===== src/common/iso14443a_defines.svh =====
// ============================
// iso 14443a picc transmit timing
// and width constants
// ============================

`ifndef ISO14443A_DEFINES_SVH
`define ISO14443A_DEFINES_SVH

// carrier ticks in one bit period (fc/128)
`define TICKS_PER_BIT 128

// subcarrier is fc/16, so it stays high or low for 8 ticks
`define SUBCARRIER_HALF_PERIOD 8

// bits per user byte
`define BYTE_WIDTH 8

`endif

===== src/common/iso14443a_tx_pkg.sv =====
// ============================
// modulation side types for the
// picc transmit path
// ============================

`include "iso14443a_defines.svh"

package iso14443a_tx_pkg;

    // tick count within one bit period
    typedef logic [$clog2(`TICKS_PER_BIT)-1:0] tick_t;

    // subcarrier phase counter, wraps once per half period
    typedef logic [$clog2(`SUBCARRIER_HALF_PERIOD)-1:0] sc_count_t;

    // sequencer states
    // eoc is just the unmodulated time after the last bit
    typedef enum logic [1:0] {
        state_idle,
        state_soc,
        state_data
    } tx_state_t;

endpackage


===== src/common/iso14443a_frame_pkg.sv =====
// ============================
// data side types for the
// picc transmit path
// ============================

`include "iso14443a_defines.svh"

package iso14443a_frame_pkg;

    // one user data byte
    // sent lsb first after the soc bit
    typedef logic [`BYTE_WIDTH-1:0] byte_t;

    // position of the current bit inside its byte
    typedef logic [$clog2(`BYTE_WIDTH)-1:0] bit_index_t;

endpackage


===== src/common/tx_interface.sv =====
// ============================
// single bit stream between a
// source and a consumer
// ============================

`timescale 1ns/100ps

interface tx_interface;

    // bit to send, only meaningful while data_valid is high
    logic data;
    logic data_valid;
    // marks bit 7 of the current byte
    logic last_bit_in_byte;
    // one cycle strobe from the consumer
    // current bit taken, next one or drop data_valid
    logic req;

    modport out_bit (
        output data,
        output data_valid,
        output last_bit_in_byte,
        input  req
    );

    modport in_bit (
        input  data,
        input  data_valid,
        input  last_bit_in_byte,
        output req
    );

endinterface


===== src/hdl/tx_top.sv =====
// ============================
// picc transmit path top level
// ============================

`timescale 1ns/100ps

module tx_top (
    input  logic                       clk,
    input  logic                       rst_n,
    // user byte side
    input  iso14443a_frame_pkg::byte_t tx_byte,
    input  logic                       tx_byte_valid,
    output logic                       tx_byte_req,
    // to the load modulator
    output logic                       lm_out
);

    // bit stream from serialiser to sequencer
    tx_interface ser_iface ();

    serialiser u_serialiser (
        .clk           (clk),
        .rst_n         (rst_n),
        .tx_byte       (tx_byte),
        .tx_byte_valid (tx_byte_valid),
        .tx_byte_req   (tx_byte_req),
        .out_iface     (ser_iface)
    );

    // soc insertion, manchester coding and subcarrier
    tx u_tx (
        .clk      (clk),
        .rst_n    (rst_n),
        .in_iface (ser_iface),
        .lm_out   (lm_out)
    );

endmodule


===== src/hdl/serialiser.sv =====
// ============================
// byte to lsb first bit stream
// ============================

`timescale 1ns/100ps

`include "iso14443a_defines.svh"

module serialiser (
    input  logic                       clk,
    input  logic                       rst_n,
    input  iso14443a_frame_pkg::byte_t tx_byte,
    input  logic                       tx_byte_valid,
    output logic                       tx_byte_req,
    tx_interface.out_bit               out_iface
);
    import iso14443a_frame_pkg::*;

    bit_index_t idx;
    byte_t      byte_q;
    logic       last_bit;

    assign last_bit = (idx == bit_index_t'(`BYTE_WIDTH - 1));

    // bit 0 comes straight from the port so a new byte follows without a gap
    // later bits come from the copy taken when bit 0 was consumed
    assign out_iface.data = (idx == '0) ? tx_byte[0] : byte_q[idx];

    // a started byte always runs to its last bit
    assign out_iface.data_valid       = tx_byte_valid || (idx != '0);
    assign out_iface.last_bit_in_byte = last_bit;

    always_ff @(posedge clk or negedge rst_n) begin
        if (!rst_n) begin
            idx         <= '0;
            tx_byte_req <= 1'b0;
        end else begin
            tx_byte_req <= 1'b0;
            if (out_iface.req) begin
                idx <= last_bit ? bit_index_t'(0) : idx + bit_index_t'(1);
                // moving on to bit 7, user may now load the next byte
                if (idx == bit_index_t'(`BYTE_WIDTH - 2)) begin
                    tx_byte_req <= 1'b1;
                end
            end
        end
    end

    // hold the byte once its first bit is gone
    always_ff @(posedge clk) begin
        if (out_iface.req && (idx == '0)) begin
            byte_q <= tx_byte;
        end
    end

    // the consumer only asks while a bit is on offer
    assert property (@(posedge clk) disable iff (!rst_n)
        out_iface.req |-> out_iface.data_valid)
        else $error("serialiser: req while data_valid low");

endmodule


===== src/tx/tx.sv =====
// ============================
// tx sequencer, inserts soc and
// drives encoder and subcarrier
// ============================

`timescale 1ns/100ps

module tx (
    input  logic        clk,
    input  logic        rst_n,
    tx_interface.in_bit in_iface,
    output logic        lm_out
);
    import iso14443a_tx_pkg::*;

    tx_state_t state;
    logic      en;
    logic      bit_to_send;
    logic      in_req;
    logic      be_last_tick;
    logic      sc_out;
    logic      encoded_data;

    // link from the sequencer to the bit encoder
    tx_interface be_iface ();

    always_ff @(posedge clk or negedge rst_n) begin
        if (!rst_n) begin
            state  <= state_idle;
            in_req <= 1'b0;
        end else begin
            // req is a single cycle strobe
            in_req <= 1'b0;
            case (state)
                state_idle: begin
                    // first valid bit starts a frame with the soc
                    if (in_iface.data_valid) begin
                        state <= state_soc;
                    end
                end
                state_soc: begin
                    // encoder has latched the soc bit
                    if (be_iface.req) begin
                        state <= state_data;
                    end
                end
                state_data: begin
                    // encoder took the serialiser bit, ask for the next one
                    if (be_iface.req && in_iface.data_valid) begin
                        in_req <= 1'b1;
                    end else if (be_last_tick && !in_iface.data_valid) begin
                        // unmodulated period done, frame over
                        state <= state_idle;
                    end
                end
                default: begin
                    state <= state_idle;
                end
            endcase
        end
    end

    assign in_iface.req = in_req;

    assign en = (state != state_idle);

    // soc is always logic 1
    assign bit_to_send = (state == state_soc) ? 1'b1 : in_iface.data;

    assign be_iface.data             = bit_to_send;
    assign be_iface.data_valid       = (state == state_soc) ||
                                       ((state == state_data) && in_iface.data_valid);
    assign be_iface.last_bit_in_byte = in_iface.last_bit_in_byte;

    subcarrier u_subcarrier (
        .clk        (clk),
        .rst_n      (rst_n),
        .en         (en),
        .subcarrier (sc_out)
    );

    bit_encoder u_bit_encoder (
        .clk          (clk),
        .rst_n        (rst_n),
        .en           (en),
        .in_iface     (be_iface),
        .encoded_data (encoded_data),
        .last_tick    (be_last_tick)
    );

    // registered so no glitch reaches the load modulator
    always_ff @(posedge clk or negedge rst_n) begin
        if (!rst_n) begin
            lm_out <= 1'b0;
        end else begin
            lm_out <= sc_out & encoded_data;
        end
    end

    // the serialiser never sees two bit requests back to back
    assert property (@(posedge clk) disable iff (!rst_n)
        in_iface.req |=> !in_iface.req)
        else $error("tx: req to serialiser high for two cycles");

    // idle keeps the modulator quiet through subcarrier and output registers
    assert property (@(posedge clk) disable iff (!rst_n)
        (state == state_idle) |-> ##2 !lm_out)
        else $error("tx: lm_out active two cycles after idle");

endmodule


===== src/tx/bit_encoder.sv =====
// ============================
// manchester encoder over one
// 128 tick bit period
// ============================

`timescale 1ns/100ps

`include "iso14443a_defines.svh"

module bit_encoder (
    input  logic        clk,
    input  logic        rst_n,
    input  logic        en,
    tx_interface.in_bit in_iface,
    output logic        encoded_data,
    output logic        last_tick
);
    import iso14443a_tx_pkg::*;

    tick_t tick;
    logic  bit_q;
    logic  valid_q;
    logic  first_half;

    // free running tick counter, held at 0 while disabled
    // so each frame starts at the top of a bit period
    always_ff @(posedge clk or negedge rst_n) begin
        if (!rst_n) begin
            tick <= '0;
        end else if (!en) begin
            tick <= '0;
        end else begin
            tick <= tick + tick_t'(1);
        end
    end

    // take a new bit at tick 0 of every period
    assign in_iface.req = en && (tick == '0);

    // bit value of the current period
    always_ff @(posedge clk) begin
        if (in_iface.req) begin
            bit_q <= in_iface.data;
        end
    end

    // an invalid bit gives an unmodulated period
    always_ff @(posedge clk or negedge rst_n) begin
        if (!rst_n) begin
            valid_q <= 1'b0;
        end else if (in_iface.req) begin
            valid_q <= in_iface.data_valid;
        end
    end

    assign first_half = (tick < tick_t'(`TICKS_PER_BIT / 2));

    // logic 1 active in the first half, logic 0 in the second half
    // tick 0 falls in a subcarrier low phase so the old bit there is harmless
    assign encoded_data = en && valid_q && (bit_q == first_half);

    assign last_tick = en && (tick == tick_t'(`TICKS_PER_BIT - 1));

    // one req per bit period, never in the middle of one
    assert property (@(posedge clk) disable iff (!rst_n)
        in_iface.req |=> !in_iface.req [*`TICKS_PER_BIT - 1])
        else $error("bit_encoder: req inside a bit period");

endmodule


===== src/tx/subcarrier.sv =====
// ============================
// fc/16 subcarrier with enable
// ============================

`timescale 1ns/100ps

module subcarrier (
    input  logic clk,
    input  logic rst_n,
    input  logic en,
    output logic subcarrier
);
    import iso14443a_tx_pkg::*;

    // phase within the current half period
    sc_count_t count;

    always_ff @(posedge clk or negedge rst_n) begin
        if (!rst_n) begin
            count      <= '0;
            subcarrier <= 1'b0;
        end else if (!en) begin
            // cleared while disabled
            // keeps every frame in the same phase
            count      <= '0;
            subcarrier <= 1'b0;
        end else begin
            // toggle on the wrap, first enabled edge drives high
            if (count == '0) begin
                subcarrier <= ~subcarrier;
            end
            // counter width gives the 8 tick half period
            count <= count + sc_count_t'(1);
        end
    end

endmodule


===== config.mk =====
export PLATFORM = sky130hd
export DESIGN_NAME = tx_top
export DESIGN_NICKNAME = d
export VERILOG_FILES = /design/src/common/iso14443a_tx_pkg.sv /design/src/common/iso14443a_frame_pkg.sv /design/src/common/tx_interface.sv /design/src/hdl/tx_top.sv /design/src/hdl/serialiser.sv /design/src/tx/tx.sv /design/src/tx/bit_encoder.sv /design/src/tx/subcarrier.sv
export VERILOG_INCLUDE_DIRS = /design/src /design/src/common
export SDC_FILE = /design/constraint.sdc
export NUM_CORES = 1
export LEC_CHECK = 0
export BUFFER_PORTS_ARGS = -buffer_cell sky130_fd_sc_hd__buf_2
export CORE_UTILIZATION = 56
export DETAILED_ROUTE_END_ITERATION = 16
export PLACE_DENSITY = 0.88
export SYNTH_ARGS = -nofsm -noshare
export SYNTH_HDL_FRONTEND = slang
export SYNTH_SLANG_ARGS = --single-unit

===== constraint.sdc =====
create_clock -name clk -period 2.2 [get_ports clk]
set_input_delay 0.55 -clock clk [delete_from_list [all_inputs] [get_ports clk]]
set_output_delay 0.55 -clock clk [all_outputs]
set_load 0.02 [all_outputs]

==> results.cfg, run 1 <==
[sta]
worst_pin_slew_ns = 0.435
period_share_pct = 77.2
slew_headroom_pct = 71.0
rsz0062_at_grt = no
fin_crit_ns = 1.70
final_max_slew_viol_count = 0
max_clock_freq_mhz = 589
whs_ns = 0.157
hold_viol_final = 0
fin_setup_tns_ns = 0
clock_skew_ns = 0.00510
setup_viol = 0

[setup_path]
reg2reg_from = u_serialiser.idx[0]
r2r_end = u_tx.u_bit_encoder.bit_q
crit_required_ns = 2.27
critPathKind = flop to flop
rrSetupSlack_ns = 0.50
cp.arrival_ns = 1.77
cp-start-kind = flop
path_max_fanout = 6
r2r_cells = 3
end_kind = flop

[synth]
synth-warning-count = 0
syn_nets = 128
netlist_instances = 109
yosysTopAreaCell = dfrtp_1
synth-seq-area-share_pct = 59.0
synth_area_mm2 = 0.00131
async_reset_ff_share_pct = 69.0
synth_ff_type = dfrtp_1
yosys.cell_types.count = 32
ys_seq_elements = 29
synth_enable_flop_cells = 9
synth_area_leaders = dfrtp_1 (38%), edfxtp_1 (21%), ha_1 (7.7%)
avgSynthCellArea_um2 = 12.0
yosysTopAreaCellShare_pct = 38.3

[pwr]
p_leak_nw = 0.672
ir_drop_mv = 0.452
pwr_density_cell_mw_per_mm2 = 614

[drt]
ant_nets = 0
vias = 846
drt_iter0_markers = 17
drc = 0
first_pass_iters = 4
viasPerCell = 5.39
wire_per_inst_um = 13.9
drt_wl_total_mm = 2.19

[cells_and_area]
multi_input_area_um2 = 502
nFillCells = 190
seqCellArea_um2 = 771
n_antenna_cell = 0
final_cell_area_mm2 = 0.00146
nets = 147
drive_gt1_share_pct = 17.1
synthToLayoutAreaGrowth_pct = 12.1

[run_status]
outcome = complete, no violations

[clock_tree]
cts_buffer_depth = 2
numCtsBuffers = 5
cts_num_sinks = 29
cts_resized = 0
cts_setup_buffers = 0
cts_tree = done
cts.htree.levels = 2
root_buffer = clkbuf_4
cts_hold_buf = 0
worstSkewPairLatency_ns = 0.32
path_clk_slew_ns = 0.08

[flow_run]
max_cap_viol_count = 0

[floorplanning]
die-area_mm2 = 0.00253
fp-row-count = 17
io_pins = 13
dieWidth_um = 50.3
fp.dieH_um = 50.3
core_region_area_mm2 = 0.00221
start_util_pct = 59.0

[global_route]
grt_first_pass_wirelength_mm = 3.82
antenna_found_initial = 0
grt_max_degree = 21
overflow = 0
grtUsageTotal_pct = 21.0
grt_pass1_vias = 872
busiest_layer = met2
use_met1_pct = 26.0
use_met2_pct = 32.9
gr-usage-met3_pct = 8.48

[placed_design]
postPlaceCellArea_mm2 = 0.00141
place.gp.congestion = 0.790
placement.io_buffers = 12
hpwl_mm = 1.60

[hold_path]
hold_class = input pin to asynchronous set/reset pin
## sequential cells by signal (all words and copies together), names as in the netlist
signal,flops
u_serialiser.byte_q,8
u_serialiser.idx,3
u_serialiser.tx_byte_req,1
u_tx.in_iface.req,1
u_tx.lm_out,1
u_tx.state,2
u_tx.u_bit_encoder.bit_q,1
u_tx.u_bit_encoder.tick,7
u_tx.u_bit_encoder.valid_q,1
u_tx.u_subcarrier.count,3
u_tx.u_subcarrier.subcarrier,1
## final cells by class
type	instances	area share (%)
Inverter	8	2.05
Tap cell	28	2.39
Multi-Input combinational cell	71	34.3
Clock buffer	8	4.02
Timing Repair Buffer	13	4.62
Sequential cell	29	52.6
## worst max-delay path, cell delays in order (launching register included)
cell and delay [ns]:
dfrtp_1 0.46, mux4_2 0.52, nor3b_1 0.15, a311o_1 0.33
## power breakdown
group / internal, mW / switching [mW] / total [mW]
clock network: 0.157 / 0.171 / 0.328
logic: 0.00641 / 0.00943 / 0.0158
registers: 0.555 / 0 / 0.555
## metal layers
| metal | share of wire, % | wire length [µm] |
|---|---|---|
| met1 | 42 | 922 |
| met4 | 1.3 | 28 |
| met5 | 0 | 0 |
| met3 | 5.9 | 128 |
| met2 | 51 | 1110 |
## stage by stage
step / setup WS, ns / util, % / power, mW / instances
after floorplan: 0.600 / - / 0.567 / 109
after global placement: 0.572 / 63.5 / 0.582 / 149
after detailed placement: 0.512 / 63.5 / 0.583 / 149
after CTS: 0.504 / 66.2 / 0.913 / 157
after global routing: 0.428 / 66.2 / 0.939 / 157
final: 0.501 / 66.2 / 0.899 / 157
## Yosys cell counts, drive strengths merged, types with 2 or more instances
library cell,number
dfrtp,20
a21oi,3
xnor2,4
and3,2
o21ai,6
and2,3
nand3b,2
inv,8
xor2,2
or2,2
nor2,12
a31oi,2
o311ai,2
or3,2
edfxtp,9
ha,8
nand3,3
nand2,6
nor3b,2
## worst max path at each step
stage                        start                        to  slack, ns
2_1_floorplan  u_serialiser.idx[0]  u_tx.u_bit_encoder.bit_q       0.60
3_3_place_gp   u_serialiser.idx[0]  u_tx.u_bit_encoder.bit_q       0.57
3_5_place_dp   u_serialiser.idx[0]  u_tx.u_bit_encoder.bit_q       0.51
4_1_cts        u_serialiser.idx[0]  u_tx.u_bit_encoder.bit_q       0.50
5_1_grt        u_serialiser.idx[0]  u_tx.u_bit_encoder.bit_q       0.43
6_report       u_serialiser.idx[0]  u_tx.u_bit_encoder.bit_q       0.50
## kinds of logic after synthesis
family	count (synthesis)	share of synthesized area, %
buffers and inverters	9	2.59
AND/OR/NAND/NOR	39	16.3
flip-flops	29	59.0
AO/OA/AOI/OAI	15	7.09
multiplexers	3	3.35
adder cells (fa/ha/maj)	8	7.66
XOR/XNOR	6	4.02
## placed cells by master, fill, tap and decap left out, drive strengths merged, types with 3 or more instances in the layout
cell,synthesis,final
nor2,12,12
a21oi,3,3
clkbuf,1,8
ha,8,8
and2,3,3
o21ai,6,6
xnor2,4,4
inv,8,8
edfxtp,9,9
nand2,6,6
nand3,3,3
buf,0,13
dfrtp,20,20
(Power assumes the default switching activity.)
==> inputs of run 2 (changes only) <==
--- a/config.mk
+++ b/config.mk
@@ -7,9 +7,9 @@
 export NUM_CORES = 1
 export LEC_CHECK = 0
 export BUFFER_PORTS_ARGS = -buffer_cell sky130_fd_sc_hd__buf_2
-export CORE_UTILIZATION = 56
+export CORE_UTILIZATION = 51
 export DETAILED_ROUTE_END_ITERATION = 16
-export PLACE_DENSITY = 0.88
+export PLACE_DENSITY = 0.85
 export SYNTH_ARGS = -nofsm -noshare
 export SYNTH_HDL_FRONTEND = slang
 export SYNTH_SLANG_ARGS = --single-unit
==> constraint.sdc (replaced) <==
create_clock -name clk -period 1.5 [get_ports clk]
set_input_delay 0.375 -clock clk [delete_from_list [all_inputs] [get_ports clk]]
set_output_delay 0.375 -clock clk [all_outputs]
set_load 0.02 [all_outputs]
==> run 2 against run 1 <==
  * The run now ends with setup timing left
  * Cell count is 8.3% higher
  * Via count rose by 5.4%
  * Sequential share of layout area is 4.5 points lower
  * Register-to-register slack worse by 0.59 ns
  * Core utilization is 3.0 points higher
  * Fmax is 6.7% higher
  * Combinational power increased by 61%
  * Non-clock buffer count increased by 13
  * Cell area is 9.6% higher
  * Total power up 43%
  * Critical path type unchanged
  * Critical endpoint unchanged
  * Largest power group unchanged
==> results.cfg, run 2 (synthesis results as in run 1) <==
[run_status]
outcome = finished with violations
violations = setup timing

[pwr]
seqPwrFrac_pct = 63.4
pwr_density_cell_mw_per_mm2 = 801
p_leak_nw = 0.748
internal_power_mw = 1.00
ir_drop_mv = 0.710
swShare_pct = 21.9
p_sw_mw = 0.281
p_comb_share_pct = 2.0
clkPwrFrac_pct = 34.6

[global_route]
overflow = 0
antenna_found_initial = 0
grt_pass1_vias = 956
grt_first_pass_wirelength_mm = 4.06
grt_max_degree = 21
grtUsageTotal_pct = 22.2

[setup_path]
rrSetupSlack_ns = -0.09
crit_start = u_serialiser.idx[0]
critPathKind = flop to flop
end_kind = flop
path_max_fanout = 4
cp-start-kind = flop
crit_required_ns = 1.59
cp.arrival_ns = 1.68
reg2reg_from = u_serialiser.idx[0]

[drt]
ant_nets = 0
viasPerCell = 5.25
drt_wl_total_mm = 2.45
drt_iter0_markers = 5
wire_per_inst_um = 14.4
vias = 892
first_pass_iters = 4
drc = 0

[cells_and_area]
n_antenna_cell = 0
drive_gt1_share_pct = 31.0
layout_common_cells = dfrtp_1 (19), nor2_1 (12), buf_2 (12), buf_4 (12), edfxtp_1 (9)
final_common_cell = dfrtp_1
nets = 160
largest_register_ffs = 8
synthToLayoutAreaGrowth_pct = 22.8
regMostFlops = u_serialiser.byte_q
final_cell_area_mm2 = 0.00160
instances_no_fill = 170
largestRegisters = u_serialiser.byte_q (8), u_tx.u_bit_encoder.tick (7)

[hold_path]
hold_class = input pin to flop
min_from = tx_byte[4]

[placed_design]
dpl.cell_count = 159
placement.io_buffers = 12
hpwl_mm = 1.84
place.gp.congestion = 0.733
postPlaceCellArea_mm2 = 0.00149

[clock_tree]
numCtsBuffers = 5
root_buffer = clkbuf_4
path_clk_slew_ns = 0.09
worstSkewPairLatency_ns = 0.33
cts_buffer_depth = 2
cts.htree.levels = 2
cts_num_sinks = 29
cts_tree = done

[floorplanning]
dieWidth_um = 52.6
fp.dieH_um = 52.6
start_util_pct = 56.3
core_region_area_mm2 = 0.00232
die-area_mm2 = 0.00277
fp-row-count = 17
io_pins = 13

[sta]
clock_skew_ns = 0.00709
period_share_pct = 106
fin_crit_ns = 1.59
worst_pin_slew_ns = 0.451
slew_headroom_pct = 69.9
final_max_slew_viol_count = 0
setup_ws_ns = -0.0926
fin_setup_tns_ns = -0.0926
rsz0062_at_grt = yes
hold_viol_final = 0
max_clock_freq_mhz = 628
setup_viol = 1

[flow_run]
max_cap_viol_count = 0
## run 2: cell types whose count changed in the layout (fill, tap and decap cells not counted), sizes merged
cell	delta
buf	+12
dlygate4sd3	+1
clkbuf	-2
clkinv	+2
## run 2: final timing paths
check                                               endpoint  cells after the start
max in group asynchronous                u_serialiser.idx[0]                      2
worst max register to register      u_tx.u_bit_encoder.bit_q                      3
worst min register to register    u_tx.u_subcarrier.count[0]                      1
worst max-delay path                u_tx.u_bit_encoder.bit_q                      3
min in group asynchronous       u_tx.u_subcarrier.subcarrier                      2
worst min-delay path                  u_serialiser.byte_q[4]                      1
## run 2: metrics by stage
step                power, mW  util [%]  setup slack, ns  hold WS [ns]
finish                   1.28      69.2          -0.0926         0.210
global route             1.34      69.2           -0.140         0.191
CTS                      1.30      66.8           -0.120         0.197
detailed placement      0.855      64.1           -0.112         0.344
global placement        0.854      64.1          -0.0452         0.334
floorplan               0.831         -          -0.0661        0.0794
## run 2: final cells by class
class / instances / area, µm²
Tap cell: 28 / 35.0
Clock buffer: 6 / 41.3
Inverter: 8 / 30.0
Timing Repair Buffer: 26 / 171
Sequential cell: 29 / 772
Fill cell: 166 / 714
Clock inverter: 2 / 10.0
Multi-Input combinational cell: 71 / 544
## run 2: timing repair
action / 4_1_cts / 5_1_grt
resized for setup: 1 / 10
pin swaps: 1 / 3
hold buffers: 1 / 0
setup endpoints to repair: 2 / 14
endpoints found under the hold margin: 20 / 0
buffers inserted: 0 / 2
## run 2: critical path, cell delays in order, from the launching register on
cell	delay, ns
dfrtp_2	0.42
mux4_2	0.50
nor3b_2	0.16
a311o_1	0.27
## run 2: layer usage
layer	GRT usage (%)	routed length, µm
met3	9.86	97
met5	0	0
met1	23.0	1010
met4	10.1	53
met2	38.0	1290
## run 2: power by group through the flow
stage / sequential (mW) / clock [mW] / combinational [mW]
after floorplan: 0.831 / 0 / 0.000406
after global placement: 0.831 / 0 / 0.0228
after detailed placement: 0.831 / 0 / 0.0244
after CTS: 0.814 / 0.460 / 0.0263
after global routing: 0.814 / 0.495 / 0.0292
final: 0.814 / 0.445 / 0.0255
==> inputs of run 3 (changes only) <==
--- a/config.mk
+++ b/config.mk
@@ -6,7 +6,9 @@
 export SDC_FILE = /design/constraint.sdc
 export NUM_CORES = 1
 export LEC_CHECK = 0
+export ABC_AREA = 1
 export BUFFER_PORTS_ARGS = -buffer_cell sky130_fd_sc_hd__buf_2
+export CORE_MARGIN = 5
 export CORE_UTILIZATION = 51
 export DETAILED_ROUTE_END_ITERATION = 16
 export PLACE_DENSITY = 0.85
==> run 3 against run 2 <==
  * The run now ends clean
  * Clock power grew 7.6%
  * Largest cell class unchanged
  * Total power grew 110%
  * Global-route usage shrank 5.7 points
  * Cell area shrank 3.3%
==> results.cfg, run 3 <==
[cells_and_area]
drive_gt1_share_pct = 18.7
nFillCells = 198
largest_register_ffs = 8
instances_no_fill = 196
layout_common_cells = inv_1 (24), nand2_1 (24), dfrtp_1 (20)
n_antenna_cell = 0
regMostFlops = u_serialiser.byte_q
largestRegisters = u_serialiser.byte_q (8), u_tx.u_bit_encoder.tick (7)
nets = 184
seqCellArea_um2 = 771
multi_input_area_um2 = 490
synthToLayoutAreaGrowth_pct = 15.1

[pwr]
p_leak_nw = 0.779
swShare_pct = 37.1
p_comb_share_pct = 35.9
pwr_density_cell_mw_per_mm2 = 1730
clkPwrFrac_pct = 17.9
ir_drop_mv = 1.27
seqPwrFrac_pct = 46.2
power_mw = 2.68
internal_power_mw = 1.69
p_sw_mw = 0.995

[synth]
synth-seq-area-share_pct = 57.2
yosysTopAreaCell = dfrtp_1
synth_common_cells = inv_1 (24), nand2_1 (24), dfrtp_1 (20), nor2_1 (16), nand3_1 (14)
synth_ff_type = dfrtp_1
synth_enable_flop_cells = 9
avgSynthCellArea_um2 = 9.56
async_reset_ff_share_pct = 69.0
yosysTopAreaCellShare_pct = 37.1
synth_area_mm2 = 0.00135
ys_seq_elements = 29
syn_nets = 160
synth_area_leaders = dfrtp_1 (37%), edfxtp_1 (20%), ha_1 (7.4%)
yosys.cell_types.count = 18
netlist_instances = 141
synth-warning-count = 0

[drt]
drt_iter0_markers = 44
vias = 999
drc = 0
first_pass_iters = 4
drt_wl_total_mm = 2.42
ant_nets = 0
viasPerCell = 5.10
wire_per_inst_um = 12.4

[floorplanning]
die-area_mm2 = 0.00377
fp-row-count = 18
core_region_area_mm2 = 0.00250
fp.dieH_um = 61.4
dieWidth_um = 61.4
io_pins = 13
start_util_pct = 53.9

[setup_path]
worst-path-stages = 6
cp-start-kind = flop
path_max_fanout = 4
critPathKind = flop to flop
worstPathCellList = inv_1 > ha_1 > inv_1 > nor2_2 > nand3_2 > nor2_4
crit_required_ns = 1.54
r2r_cells = 6
cp_slowest_cell = dfrtp_1
cp_top_family = flip-flops
end_kind = flop
cp_common_cell = inv_1
cp_slowest_stage_delay_ns = 0.42
cp_num_buf_inv = 2
cp.arrival_ns = 1.41

[clock_tree]
worstSkewPairLatency_ns = 0.33
root_buffer = clkbuf_4
cts_buffer_depth = 2
cts.htree.levels = 2
path_clk_slew_ns = 0.08
cts_num_sinks = 29
cts_tree = done
numCtsBuffers = 5

[sta]
clock_skew_ns = 0.00682
worst_pin_slew_ns = 0.454
setup_viol = 0
period_share_pct = 91.5
fin_setup_tns_ns = 0
rsz0062_at_grt = no
max_clock_freq_mhz = 729
fin_crit_ns = 1.37
hold_viol_final = 0
slew_headroom_pct = 69.7
final_max_slew_viol_count = 0

[global_route]
gr-usage-met3_pct = 6.71
antenna_found_initial = 0
busiest_layer = met2
grt_first_pass_wirelength_mm = 4.32
overflow = 0
use_met1_pct = 17.3
grt_max_degree = 21
grt_pass1_vias = 1051
use_met2_pct = 28.9
grtUsageTotal_pct = 16.4

[flow_run]
max_cap_viol_count = 0

[run_status]
outcome = complete, no violations

[placed_design]
placement.io_buffers = 12
dpl.cell_count = 187
hpwl_mm = 1.85
place.gp.congestion = 0.769

[hold_path]
hold_depth = 1
hold_class = input pin to flop
[run 3: cell types whose count changed after synthesis, sizes merged, moves of 3 or more]
| cell | delta |
|---|---|
| nand2 | +18 |
| inv | +17 |
| nand3 | +12 |
| nor2 | +9 |
| o21ai | +4 |
| and2 | -3 |
[run 3: final timing paths]
path                                            startpoint                    endpoint  slack (ns)
worst max-delay path            u_tx.u_bit_encoder.tick[0]    u_tx.u_bit_encoder.bit_q        0.13
worst min-delay path                            tx_byte[1]      u_serialiser.byte_q[1]        0.22
worst max register to register  u_tx.u_bit_encoder.tick[0]    u_tx.u_bit_encoder.bit_q        0.13
worst min register to register  u_tx.u_subcarrier.count[0]  u_tx.u_subcarrier.count[0]        0.49
max in group asynchronous                            rst_n                 u_tx.lm_out        0.66
min in group asynchronous                            rst_n  u_tx.u_bit_encoder.tick[3]        0.52
[run 3: worst reg2reg max path, cell delays in order, from the launching register on]
cell and delay [ns]:
dfrtp_1 0.42, inv_1 0.08, ha_1 0.14, inv_1 0.05, nor2_2 0.11, nand3_2 0.13, nor2_4 0.14
[run 3: power by group through the flow]
stage / combinational, mW / sequential (mW) / clock [mW]
finish: 0.963 / 1.24 / 0.479
global route: 1.14 / 1.27 / 0.530
CTS: 0.965 / 1.24 / 0.496
detailed placement: 0.956 / 1.25 / 0
global placement: 0.886 / 1.23 / 0
floorplan: 0.656 / 1.24 / 0
[run 3: metal layers]
layer	vias to the layer above	share of wire, %
met2	21	53
met3	8	5.1
li1	494	-
met4	0	2.1
met5	-	0
met1	476	40
[run 3: area by class of cell]
| type | instances | area share [%] |
|---|---|---|
| multi-input combinational | 87 | 31.6 |
| clock buffer | 8 | 3.79 |
| sequential | 29 | 49.7 |
| timing repair buffer | 17 | 6.45 |
| tap | 30 | 2.42 |
| inverter | 25 | 6.05 |
[run 3: what timing repair did]
| item | CTS | global route |
|---|---|---|
| hold endpoints to repair | 20 | 0 |
| hold buffers | 1 | 0 |
| endpoints found under the setup margin | 0 | 8 |
| buffers inserted | 0 | 0 |
| resized for setup | 0 | 1 |
[run 3: kinds of logic after synthesis]
| group | share of synthesized area (%) |
|---|---|
| buf+inv | 6.96 |
| compound gates | 5.85 |
| xor+xnor | 1.95 |
| fa+ha+maj | 7.43 |
| simple gates | 20.6 |
| flops | 57.2 |
[run 3: per-stage QoR]
stage	area [µm²]	hold slack, ns	setup slack, ns	utilization [%]
final	1550	0.219	0.128	62.1
after global routing	1550	0.204	0.0533	62.1
after CTS	1550	0.207	0.0492	61.9
after detailed placement	1480	0.353	0.0595	59.1
after global placement	1480	0.337	0.131	59.1
after floorplan	1350	0.0794	0.0349	-
